--- src/include/sb_cfg.svh ---
`ifndef SB_CFG_SVH
`define SB_CFG_SVH

// ------------------------------
// scoreboard geometry
// ------------------------------

// slots in flight, power of two
`define SB_DEPTH 4
// bits of a transaction id
`define SB_INDEX 2
// port 0 alu, port 1 multiplier
`define WB_PORTS 2

// ------------------------------
// datapath
// ------------------------------
`define XLEN 32
`define NR_REGS 32

`endif

--- src/design/sb_pkg.sv ---
`include "sb_cfg.svh"

package sb_pkg;

  // ------------------------------
  // vectors with a meaning
  // ------------------------------
  typedef logic [`XLEN-1:0] data_t;
  typedef logic [4:0] reg_addr_t;
  typedef logic [`SB_INDEX-1:0] trans_id_t;
  // one flag per slot
  typedef logic [`SB_DEPTH-1:0] sb_vec_t;

  // ------------------------------
  // operations
  // ------------------------------
  typedef enum logic [2:0] {
    OP_LI,
    OP_ADD,
    OP_SUB,
    OP_AND,
    OP_XOR,
    OP_MUL
  } fu_op_t;

  // iterative multiplier
  typedef enum logic [1:0] {
    MULT_IDLE,
    MULT_RUN,
    MULT_DONE
  } mult_state_t;

endpackage

--- src/design/alu_unit.sv ---
`timescale 1ns/1ps

module alu_unit (
  input  logic              clock,
  input  logic              reset,
  input  logic              start_i,
  input  sb_pkg::fu_op_t    op_i,
  input  sb_pkg::data_t     opa_i,
  input  sb_pkg::data_t     opb_i,
  input  sb_pkg::trans_id_t id_i,
  output logic              wb_valid_o,
  output sb_pkg::trans_id_t wb_id_o,
  output sb_pkg::data_t     wb_data_o
);

  sb_pkg::data_t result;

  always_comb begin
    case (op_i)
      // immediate arrives on opb
      sb_pkg::OP_LI:  result = opb_i;
      sb_pkg::OP_ADD: result = opa_i + opb_i;
      sb_pkg::OP_SUB: result = opa_i - opb_i;
      sb_pkg::OP_AND: result = opa_i & opb_i;
      sb_pkg::OP_XOR: result = opa_i ^ opb_i;
      default:        result = '0;
    endcase
  end

  // ------------------------------
  // write-back port 0
  // ------------------------------
  always_ff @(posedge clock) begin
    if (reset) begin
      wb_valid_o <= 1'b0;
    end else begin
      wb_valid_o <= start_i;
    end
  end

  always_ff @(posedge clock) begin
    if (start_i) begin
      wb_id_o <= id_i;
      wb_data_o <= result;
    end
  end

endmodule

--- src/design/backend_top.sv ---
`timescale 1ns/1ps
`include "sb_cfg.svh"

module backend_top (
  input  logic              clock,
  input  logic              reset,
  input  logic              instr_valid_i,
  input  sb_pkg::fu_op_t    op_i,
  input  sb_pkg::reg_addr_t rd_i,
  input  sb_pkg::reg_addr_t rs1_i,
  input  sb_pkg::reg_addr_t rs2_i,
  input  sb_pkg::data_t     imm_i,
  output logic              instr_ack_o,
  output logic              commit_valid_o,
  output sb_pkg::reg_addr_t commit_rd_o,
  output sb_pkg::data_t     commit_data_o
);

  // ------------------------------
  // nets
  // ------------------------------
  logic issue_valid;
  sb_pkg::trans_id_t issue_id;
  logic dispatch_ok;
  sb_pkg::sb_vec_t fwd_issued;
  sb_pkg::sb_vec_t fwd_done;
  sb_pkg::reg_addr_t [`SB_DEPTH-1:0] fwd_rd;
  sb_pkg::data_t [`SB_DEPTH-1:0] fwd_result;

  // write-back bus, port 0 alu and port 1 multiplier
  logic [`WB_PORTS-1:0] wb_valid;
  sb_pkg::trans_id_t [`WB_PORTS-1:0] wb_id;
  sb_pkg::data_t [`WB_PORTS-1:0] wb_data;

  sb_pkg::reg_addr_t rf_addr1;
  sb_pkg::reg_addr_t rf_addr2;
  sb_pkg::data_t rf_data1;
  sb_pkg::data_t rf_data2;

  logic alu_start;
  logic mult_start;
  logic mult_busy;
  sb_pkg::fu_op_t fu_op;
  sb_pkg::data_t opa;
  sb_pkg::data_t opb;
  sb_pkg::trans_id_t fu_id;

  // ------------------------------
  // instances
  // ------------------------------
  scoreboard u_scoreboard (
    .clock(clock), .reset(reset), .instr_valid_i(instr_valid_i),
    .dispatch_ok_i(dispatch_ok), .rd_i(rd_i),
    .wb_valid_i(wb_valid), .wb_id_i(wb_id), .wb_data_i(wb_data),
    .issue_valid_o(issue_valid), .instr_ack_o(instr_ack_o), .issue_id_o(issue_id),
    .fwd_issued_o(fwd_issued), .fwd_done_o(fwd_done),
    .fwd_rd_o(fwd_rd), .fwd_result_o(fwd_result),
    .commit_valid_o(commit_valid_o), .commit_rd_o(commit_rd_o),
    .commit_data_o(commit_data_o)
  );

  operand_read u_operand_read (
    .clock(clock), .reset(reset), .instr_valid_i(instr_valid_i), .op_i(op_i),
    .rs1_i(rs1_i), .rs2_i(rs2_i), .imm_i(imm_i),
    .issue_valid_i(issue_valid), .issue_id_i(issue_id),
    .fwd_issued_i(fwd_issued), .fwd_done_i(fwd_done),
    .fwd_rd_i(fwd_rd), .fwd_result_i(fwd_result),
    .wb_valid_i(wb_valid), .wb_id_i(wb_id), .wb_data_i(wb_data),
    .rf_data1_i(rf_data1), .rf_data2_i(rf_data2), .mult_busy_i(mult_busy),
    .rf_addr1_o(rf_addr1), .rf_addr2_o(rf_addr2), .dispatch_ok_o(dispatch_ok),
    .alu_start_o(alu_start), .mult_start_o(mult_start),
    .op_o(fu_op), .opa_o(opa), .opb_o(opb), .id_o(fu_id)
  );

  alu_unit u_alu_unit (
    .clock(clock), .reset(reset), .start_i(alu_start), .op_i(fu_op),
    .opa_i(opa), .opb_i(opb), .id_i(fu_id),
    .wb_valid_o(wb_valid[0]), .wb_id_o(wb_id[0]), .wb_data_o(wb_data[0])
  );

  mult_unit u_mult_unit (
    .clock(clock), .reset(reset), .start_i(mult_start),
    .opa_i(opa), .opb_i(opb), .id_i(fu_id), .busy_o(mult_busy),
    .wb_valid_o(wb_valid[1]), .wb_id_o(wb_id[1]), .wb_data_o(wb_data[1])
  );

  reg_file u_reg_file (
    .clock(clock), .reset(reset), .we_i(commit_valid_o),
    .waddr_i(commit_rd_o), .wdata_i(commit_data_o),
    .raddr1_i(rf_addr1), .raddr2_i(rf_addr2),
    .rdata1_o(rf_data1), .rdata2_o(rf_data2)
  );

endmodule

--- src/design/mult_unit.sv ---
`timescale 1ns/1ps
`include "sb_cfg.svh"

module mult_unit (
  input  logic              clock,
  input  logic              reset,
  input  logic              start_i,
  input  sb_pkg::data_t     opa_i,
  input  sb_pkg::data_t     opb_i,
  input  sb_pkg::trans_id_t id_i,
  output logic              busy_o,
  output logic              wb_valid_o,
  output sb_pkg::trans_id_t wb_id_o,
  output sb_pkg::data_t     wb_data_o
);

  sb_pkg::mult_state_t state_q;
  sb_pkg::data_t mcand_q;
  sb_pkg::data_t mplier_q;
  sb_pkg::data_t acc_q;
  sb_pkg::trans_id_t id_q;

  // ------------------------------
  // control
  // ------------------------------
  always_ff @(posedge clock) begin
    if (reset) begin
      state_q <= sb_pkg::MULT_IDLE;
    end else begin
      case (state_q)
        sb_pkg::MULT_IDLE: if (start_i) state_q <= sb_pkg::MULT_RUN;
        // last step when no multiplier bits remain above bit 0
        sb_pkg::MULT_RUN:  if (mplier_q[`XLEN-1:1] == '0) state_q <= sb_pkg::MULT_DONE;
        sb_pkg::MULT_DONE: state_q <= sb_pkg::MULT_IDLE;
        default:           state_q <= sb_pkg::MULT_IDLE;
      endcase
    end
  end

  // shift-add, low XLEN bits only
  always_ff @(posedge clock) begin
    if (start_i) begin
      mcand_q <= opa_i;
      mplier_q <= opb_i;
      acc_q <= '0;
      id_q <= id_i;
    end else if (state_q == sb_pkg::MULT_RUN) begin
      if (mplier_q[0]) begin
        acc_q <= acc_q + mcand_q;
      end
      mcand_q <= mcand_q << 1;
      mplier_q <= mplier_q >> 1;
    end
  end

  // ------------------------------
  // write-back port 1
  // ------------------------------
  assign busy_o = (state_q != sb_pkg::MULT_IDLE);
  assign wb_valid_o = (state_q == sb_pkg::MULT_DONE);
  assign wb_id_o = id_q;
  assign wb_data_o = acc_q;

  // operand stage holds a mul back while this unit works
  a_no_start_busy: assert property (@(posedge clock) disable iff (reset)
    start_i |-> !busy_o);

endmodule

--- src/design/operand_read.sv ---
`timescale 1ns/1ps
`include "sb_cfg.svh"

module operand_read (
  input  logic                                     clock,
  input  logic                                     reset,
  input  logic                                     instr_valid_i,
  input  sb_pkg::fu_op_t                           op_i,
  input  sb_pkg::reg_addr_t                        rs1_i,
  input  sb_pkg::reg_addr_t                        rs2_i,
  input  sb_pkg::data_t                            imm_i,
  input  logic                                     issue_valid_i,
  input  sb_pkg::trans_id_t                        issue_id_i,
  input  sb_pkg::sb_vec_t                          fwd_issued_i,
  input  sb_pkg::sb_vec_t                          fwd_done_i,
  input  sb_pkg::reg_addr_t [`SB_DEPTH-1:0]        fwd_rd_i,
  input  sb_pkg::data_t     [`SB_DEPTH-1:0]        fwd_result_i,
  input  logic              [`WB_PORTS-1:0]        wb_valid_i,
  input  sb_pkg::trans_id_t [`WB_PORTS-1:0]        wb_id_i,
  input  sb_pkg::data_t     [`WB_PORTS-1:0]        wb_data_i,
  input  sb_pkg::data_t                            rf_data1_i,
  input  sb_pkg::data_t                            rf_data2_i,
  input  logic                                     mult_busy_i,
  output sb_pkg::reg_addr_t                        rf_addr1_o,
  output sb_pkg::reg_addr_t                        rf_addr2_o,
  output logic                                     dispatch_ok_o,
  output logic                                     alu_start_o,
  output logic                                     mult_start_o,
  output sb_pkg::fu_op_t                           op_o,
  output sb_pkg::data_t                            opa_o,
  output sb_pkg::data_t                            opb_o,
  output sb_pkg::trans_id_t                        id_o
);

  // msb is the stall flag, the rest is the operand
  logic [`XLEN:0] res1;
  logic [`XLEN:0] res2;
  logic uses_regs;
  logic src_stall;
  logic unit_busy;

  // youngest older producer wins, then the wb bus, then the register file
  function automatic logic [`XLEN:0] resolve_src(input sb_pkg::reg_addr_t rs,
                                                 input sb_pkg::data_t rf_data);
    sb_pkg::trans_id_t idx;
    logic found;
    logic stall;
    sb_pkg::data_t value;
    found = 1'b0;
    stall = 1'b0;
    value = rf_data;
    for (int unsigned k = 1; k < `SB_DEPTH; k++) begin
      idx = issue_id_i - sb_pkg::trans_id_t'(k);
      if (!found && fwd_issued_i[idx] && fwd_rd_i[idx] == rs) begin
        found = 1'b1;
        if (fwd_done_i[idx]) begin
          value = fwd_result_i[idx];
        end else begin
          stall = 1'b1;
          for (int unsigned p = 0; p < `WB_PORTS; p++) begin
            if (wb_valid_i[p] && wb_id_i[p] == idx) begin
              stall = 1'b0;
              value = wb_data_i[p];
            end
          end
        end
      end
    end
    // x0 producers still retire, but x0 reads stay zero
    if (rs == '0) begin
      stall = 1'b0;
      value = '0;
    end
    return {stall, value};
  endfunction

  always_comb begin
    res1 = resolve_src(rs1_i, rf_data1_i);
    res2 = resolve_src(rs2_i, rf_data2_i);
  end

  // ------------------------------
  // dispatch
  // ------------------------------
  assign rf_addr1_o = rs1_i;
  assign rf_addr2_o = rs2_i;

  // li reads no registers
  assign uses_regs = (op_i != sb_pkg::OP_LI);
  assign src_stall = uses_regs && (res1[`XLEN] || res2[`XLEN]);
  assign unit_busy = (op_i == sb_pkg::OP_MUL) && mult_busy_i;
  assign dispatch_ok_o = instr_valid_i && !src_stall && !unit_busy;

  assign alu_start_o = issue_valid_i && dispatch_ok_o && (op_i != sb_pkg::OP_MUL);
  assign mult_start_o = issue_valid_i && dispatch_ok_o && (op_i == sb_pkg::OP_MUL);

  assign op_o = op_i;
  assign opa_o = res1[`XLEN-1:0];
  assign opb_o = uses_regs ? res2[`XLEN-1:0] : imm_i;
  assign id_o = issue_id_i;

  // one unit per instruction, and the multiplier turns busy right after
  a_one_start: assert property (@(posedge clock) disable iff (reset)
    mult_start_o |-> !alu_start_o ##1 !mult_start_o);

endmodule

--- src/design/reg_file.sv ---
`timescale 1ns/1ps
`include "sb_cfg.svh"

module reg_file (
  input  logic              clock,
  input  logic              reset,
  input  logic              we_i,
  input  sb_pkg::reg_addr_t waddr_i,
  input  sb_pkg::data_t     wdata_i,
  input  sb_pkg::reg_addr_t raddr1_i,
  input  sb_pkg::reg_addr_t raddr2_i,
  output sb_pkg::data_t     rdata1_o,
  output sb_pkg::data_t     rdata2_o
);

  // no storage behind x0
  sb_pkg::data_t regs_q [1:`NR_REGS-1];

  // ------------------------------
  // commit write port
  // ------------------------------
  always_ff @(posedge clock) begin
    if (reset) begin
      for (int unsigned i = 1; i < `NR_REGS; i++) begin
        regs_q[i] <= '0;
      end
    end else if (we_i && waddr_i != '0) begin
      regs_q[waddr_i] <= wdata_i;
    end
  end

  // ------------------------------
  // read ports
  // ------------------------------
  always_comb begin
    if (raddr1_i == '0) begin
      rdata1_o = '0;
    end else begin
      rdata1_o = regs_q[raddr1_i];
    end
  end

  always_comb begin
    if (raddr2_i == '0) begin
      rdata2_o = '0;
    end else begin
      rdata2_o = regs_q[raddr2_i];
    end
  end

endmodule

--- src/design/scoreboard.sv ---
`timescale 1ns/1ps
`include "sb_cfg.svh"

module scoreboard (
  input  logic                                     clock,
  input  logic                                     reset,
  input  logic                                     instr_valid_i,
  input  logic                                     dispatch_ok_i,
  input  sb_pkg::reg_addr_t                        rd_i,
  input  logic              [`WB_PORTS-1:0]        wb_valid_i,
  input  sb_pkg::trans_id_t [`WB_PORTS-1:0]        wb_id_i,
  input  sb_pkg::data_t     [`WB_PORTS-1:0]        wb_data_i,
  output logic                                     issue_valid_o,
  output logic                                     instr_ack_o,
  output sb_pkg::trans_id_t                        issue_id_o,
  output sb_pkg::sb_vec_t                          fwd_issued_o,
  output sb_pkg::sb_vec_t                          fwd_done_o,
  output sb_pkg::reg_addr_t [`SB_DEPTH-1:0]        fwd_rd_o,
  output sb_pkg::data_t     [`SB_DEPTH-1:0]        fwd_result_o,
  output logic                                     commit_valid_o,
  output sb_pkg::reg_addr_t                        commit_rd_o,
  output sb_pkg::data_t                            commit_data_o
);

  // slot control
  sb_pkg::sb_vec_t issued_q;
  sb_pkg::sb_vec_t done_q;
  sb_pkg::trans_id_t issue_ptr_q;
  sb_pkg::trans_id_t commit_ptr_q;

  // slot payload
  sb_pkg::reg_addr_t [`SB_DEPTH-1:0] rd_q;
  sb_pkg::data_t [`SB_DEPTH-1:0] result_q;

  logic [`SB_INDEX:0] count;
  logic full;
  logic [`WB_PORTS-1:0] wb_take;

  // ------------------------------
  // occupancy and issue
  // ------------------------------
  always_comb begin
    count = '0;
    for (int unsigned i = 0; i < `SB_DEPTH; i++) begin
      count = count + {{`SB_INDEX{1'b0}}, issued_q[i]};
    end
  end

  assign full = (count == (`SB_INDEX+1)'(`SB_DEPTH));

  assign issue_valid_o = instr_valid_i && !full;
  // operand stage must also agree before the producer sees an ack
  assign instr_ack_o = issue_valid_o && dispatch_ok_i;
  assign issue_id_o = issue_ptr_q;

  // only slots still in flight take a result
  always_comb begin
    for (int unsigned p = 0; p < `WB_PORTS; p++) begin
      wb_take[p] = wb_valid_i[p] && issued_q[wb_id_i[p]];
    end
  end

  // ------------------------------
  // commit and forwarding view
  // ------------------------------
  assign commit_valid_o = issued_q[commit_ptr_q] && done_q[commit_ptr_q];
  assign commit_rd_o = rd_q[commit_ptr_q];
  assign commit_data_o = result_q[commit_ptr_q];

  assign fwd_issued_o = issued_q;
  assign fwd_done_o = done_q;
  assign fwd_rd_o = rd_q;
  assign fwd_result_o = result_q;

  // ------------------------------
  // state update
  // ------------------------------
  always_ff @(posedge clock) begin
    if (reset) begin
      issued_q <= '0;
      done_q <= '0;
      issue_ptr_q <= '0;
      commit_ptr_q <= '0;
    end else begin
      if (instr_ack_o) begin
        issued_q[issue_ptr_q] <= 1'b1;
        done_q[issue_ptr_q] <= 1'b0;
        issue_ptr_q <= issue_ptr_q + sb_pkg::trans_id_t'(1);
      end
      for (int unsigned p = 0; p < `WB_PORTS; p++) begin
        if (wb_take[p]) begin
          done_q[wb_id_i[p]] <= 1'b1;
        end
      end
      // head leaves the table on the same edge as the register write
      if (commit_valid_o) begin
        issued_q[commit_ptr_q] <= 1'b0;
        done_q[commit_ptr_q] <= 1'b0;
        commit_ptr_q <= commit_ptr_q + sb_pkg::trans_id_t'(1);
      end
    end
  end

  always_ff @(posedge clock) begin
    if (instr_ack_o) begin
      rd_q[issue_ptr_q] <= rd_i;
    end
    for (int unsigned p = 0; p < `WB_PORTS; p++) begin
      if (wb_take[p]) begin
        result_q[wb_id_i[p]] <= wb_data_i[p];
      end
    end
  end

  // ------------------------------
  // checks
  // ------------------------------
  // an acked slot is free, so a full table never acks
  a_ack_free: assert property (@(posedge clock) disable iff (reset)
    instr_ack_o |-> !issued_q[issue_ptr_q]);

  for (genvar p = 0; p < `WB_PORTS; p++) begin : g_wb_chk
    a_wb_issued: assert property (@(posedge clock) disable iff (reset)
      wb_valid_i[p] |-> issued_q[wb_id_i[p]]);
  end

endmodule

--- config.mk ---
export PLATFORM = sky130hd
export DESIGN_NAME = backend_top
export DESIGN_NICKNAME = d
export VERILOG_FILES = /design/src/design/sb_pkg.sv /design/src/design/alu_unit.sv /design/src/design/backend_top.sv /design/src/design/mult_unit.sv /design/src/design/operand_read.sv /design/src/design/reg_file.sv /design/src/design/scoreboard.sv
export VERILOG_INCLUDE_DIRS = /design/src /design/src/include
export SDC_FILE = /design/constraint.sdc
export NUM_CORES = 2
export LEC_CHECK = 0
export BUFFER_PORTS_ARGS = -buffer_cell sky130_fd_sc_hd__buf_2
export CAP_MARGIN = 20
export CELL_PAD_IN_SITES_DETAIL_PLACEMENT = 2
export CELL_PAD_IN_SITES_GLOBAL_PLACEMENT = 2
export CORE_ASPECT_RATIO = 2
export CORE_MARGIN = 1.5
export CORE_UTILIZATION = 35
export DETAILED_ROUTE_END_ITERATION = 6
export PLACE_DENSITY_LB_ADDON = 0.1
export SLEW_MARGIN = 40
export SYNTH_ARGS = -nofsm -noshare
export SYNTH_HDL_FRONTEND = slang
export SYNTH_SLANG_ARGS = --single-unit
export TNS_END_PERCENT = 1
--- constraint.sdc ---
create_clock -name clock -period 11.6 [get_ports clock]
set_input_delay 2.9 -clock clock [delete_from_list [all_inputs] [get_ports clock]]
set_output_delay 2.9 -clock clock [all_outputs]
set_load 0.05 [all_outputs]
==> out/metrics.csv <==
metric,value,unit
core_area,0.2204,mm2
critPathLaunchType,input pin,
r2r_slack,2.70,ns
port_buffers,91,
grt_antenna_before_repair,17,
hpwl,257.5,mm
overflow,0,
synth_top_area_share,44.28,%
maxCapViolations,0,
slowest_delay,0.64,ns
preCtsSetupSlack,0.6410,ns
endpoint_kind,register,
hold_path_startpoint,u_mult_unit.mplier_q[21],
wire_per_inst,40.85,um
tns,0,ns
track_usage,34.24,%
top_layer_used,met5,
vias_per_cell,6.451,
place_congestion,0.9558,
final_max_slew_viol_count,0,
final_nets,6598,
total_power,13.97,mW
synth.avg_cell_area,11.89,um2
dieArea,0.2247,mm2
rsz0062_at_grt,no,
yosys_warnings,0,
cts_resized,0,
cts_tree,done,
die_w,335.9,um
setup.worst_path.class,in -> reg,
wl_met1,132.7,mm
drc_errors,0,
io-pin-count,92,
total_leakage_power,31.02,nW
powerDensity,161.1,mW/mm2
drive_above_1_share,22.11,%
async_flop_share,0,%
ir_drop,0.1195,mV
insertion_delay,0.87,ns
slowest_stage,a2111oi_0,
min_delay_path_depth,2,
crit_required,12.13,ns
syn_inst,6526,
utilization,39.33,%
synth_top_cell_by_area,edfxtp_1,
clk_path_buf_depth,4,
ctsHoldBuffers,0,
cts_buffers,143,
area_growth,11.73,%
max_clock_freq,98.28,MHz
syn_area,0.07758,mm2
cp_max_fo,47,
die_y,668.8,um
cp_common_cell,a31oi_1,
ys_seq_elements,1319,
initial_core_util,35.20,%
finalWorstSetupSlack,1.425,ns
finalCritPeriodShare,87.72,%
worstPathArrival,10.71,ns
reg2reg_to,u_alu_unit.wb_data_o[30],
yosysSeqAreaShare,48.80,%
finalSetupViolations,0,
r2r-start,u_scoreboard.issue_id_o[0],
routed_wl,387.9,mm
clkTransAtPathRegs,0.06,ns
met3_length,20.79,mm
ys.flop_type,edfxtp_1,
r2r_cells,29,
grt_start_max_net_pins,96,
hp-class,reg -> reg,
synth_cell_type_count,96,
cts.root.buffer_cell,clkbuf_16,
holdPathEnd,u_mult_unit.mplier_q[20],
num_rows,244,
cts_sinks,1319,
critPathLaunch,rs2_i[0],
wl_met2,201.6,mm
finClkSkew,0.06454,ns
maxSlewHeadroom,36.92,%
drtAntennaViolNets,0,
postCtsSetupBuffers,0,
path_buf_inv,3,
drt_iter0_markers,5822,
vias,61260,
ctsHtreeMaxLevel,4,
dr.pass1.iters,5,
crit_family,compound AO/OA/AOI/OAI gates,
fin_hold_ws,0.5646,ns
grt_pass1_vias,65580,
grt_pass1_wl,529.9,mm
hold_viol_final,0,
synth_edf_count,1144,
outcome,"finished, final reports clean",
fin_crit,10.18,ns
yosys-top-cells-area,"edfxtp_1, mux4_2, nor2_1",
worstMarginPinSlew,0.9462,ns
per-stage QoR:
stage,cells,area (um2)
global placement,9235,81830
floorplan,6557,77700
global route,9489,86670
detailed placement,9241,82020
CTS,9485,86570
finish,9496,86690
placed cells by master, fill, tap and decap left out, types with 33 or more instances in the layout:
cell type / instances
a21o_1: 33
a21oi_1: 225
a221o_1: 48
a22oi_1: 155
a31oi_1: 68
buf_2: 84
buf_4: 250
clkbuf_16: 146
dfxtp_1: 172
edfxtp_1: 1144
ha_1: 104
inv_1: 112
mux2_2: 105
mux2i_1: 341
mux4_2: 591
nand2_1: 350
nand2_2: 33
nand3_1: 78
nor2_1: 1248
nor3_1: 51
o21ai_0: 292
o21ai_2: 33
o221ai_1: 42
xnor2_1: 84
xor2_1: 42
synthesized netlist by cell type (all sizes together) (108+ instances only):
library cell,count
a21oi,226
a22oi,155
mux2,108
inv,118
nand2,383
nor2,1258
mux4,591
o21ai,329
dfxtp,175
mux2i,343
edfxtp,1144
buf,194
clkbuf,441
metal layers:
metal / vias up / track usage, %
met5: - / 0
met4: 6 / 24.55
met3: 1131 / 4.395
met2: 2688 / 61.88
met1: 32940 / 36.52
li1: 24500 / -
logic make-up (layout without fill, tap and decap cells):
family,after synthesis,after routing,synth area share [%]
and+or+nand+nor,2016,2016,10.90
DFF,1319,1319,48.80
AOI/OAI and AO/OA,1158,1158,9.806
muxes,1042,1042,23.16
buffers and inverters,754,733,4.082
xor gates and xnor gates,128,128,1.479
adders and majority gates,108,108,1.771
other,1,40,0.004834
worst register-to-register path: cells and delay by family (launching register included):
family	cells	cell delay [ns]
AO/OA/AOI/OAI	16	3.94
AND/OR/NAND/NOR	3	1.29
adder cells (fa/ha/maj)	3	1.19
buffers and inverters	4	1.07
flip-flops	1	0.52
multiplexers	1	0.32
XOR/XNOR	2	0.27
area by class of cell:
class	count	area [um2]
multi-input cells	4484	37230
well taps	2952	3694
flip-flops and latches	1319	37870
inverters	119	451.7
clock buffers	172	3761
diodes	8	20.02
clock inverters	72	788.3
fillers	22500	133700
repair buffers	370	2877
worst max-delay path by stage:
stage / endpoint / slack (ns) / depth (start not counted)
after global placement: u_alu_unit.wb_data_o[30] / 0.58 / 29
after detailed placement: u_alu_unit.wb_data_o[31] / 0.64 / 26
final: u_alu_unit.wb_data_o[31] / 1.42 / 26
after floorplan: u_alu_unit.wb_data_o[28] / 2.26 / 27
after CTS: u_alu_unit.wb_data_o[31] / 1.52 / 26
after global routing: u_alu_unit.wb_data_o[30] / 1.13 / 29
state kept, by name, summed over array words and instances (netlist names):
register,cells
u_reg_file.regs_q,1024
u_scoreboard.fwd_result_o,128
u_alu_unit.wb_data_o,32
u_mult_unit.mcand_q,32
u_mult_unit.mplier_q,32
u_mult_unit.wb_data_o,32
u_scoreboard.fwd_rd_o,20
u_scoreboard.fwd_done_o,4
u_scoreboard.fwd_issued_o,4
u_alu_unit.wb_id_o,2
u_mult_unit.state_q,2
u_mult_unit.wb_id_o,2
u_scoreboard.commit_ptr_q,2
u_scoreboard.issue_id_o,2
u_alu_unit.wb_valid_o,1
power breakdown:
group / internal, mW / switching [mW]
combinational: 1.07 / 2.28
clock: 2.69 / 2.11
sequential: 5.46 / 0.357
No activity file was read; power rests on OpenSTA's default activity.
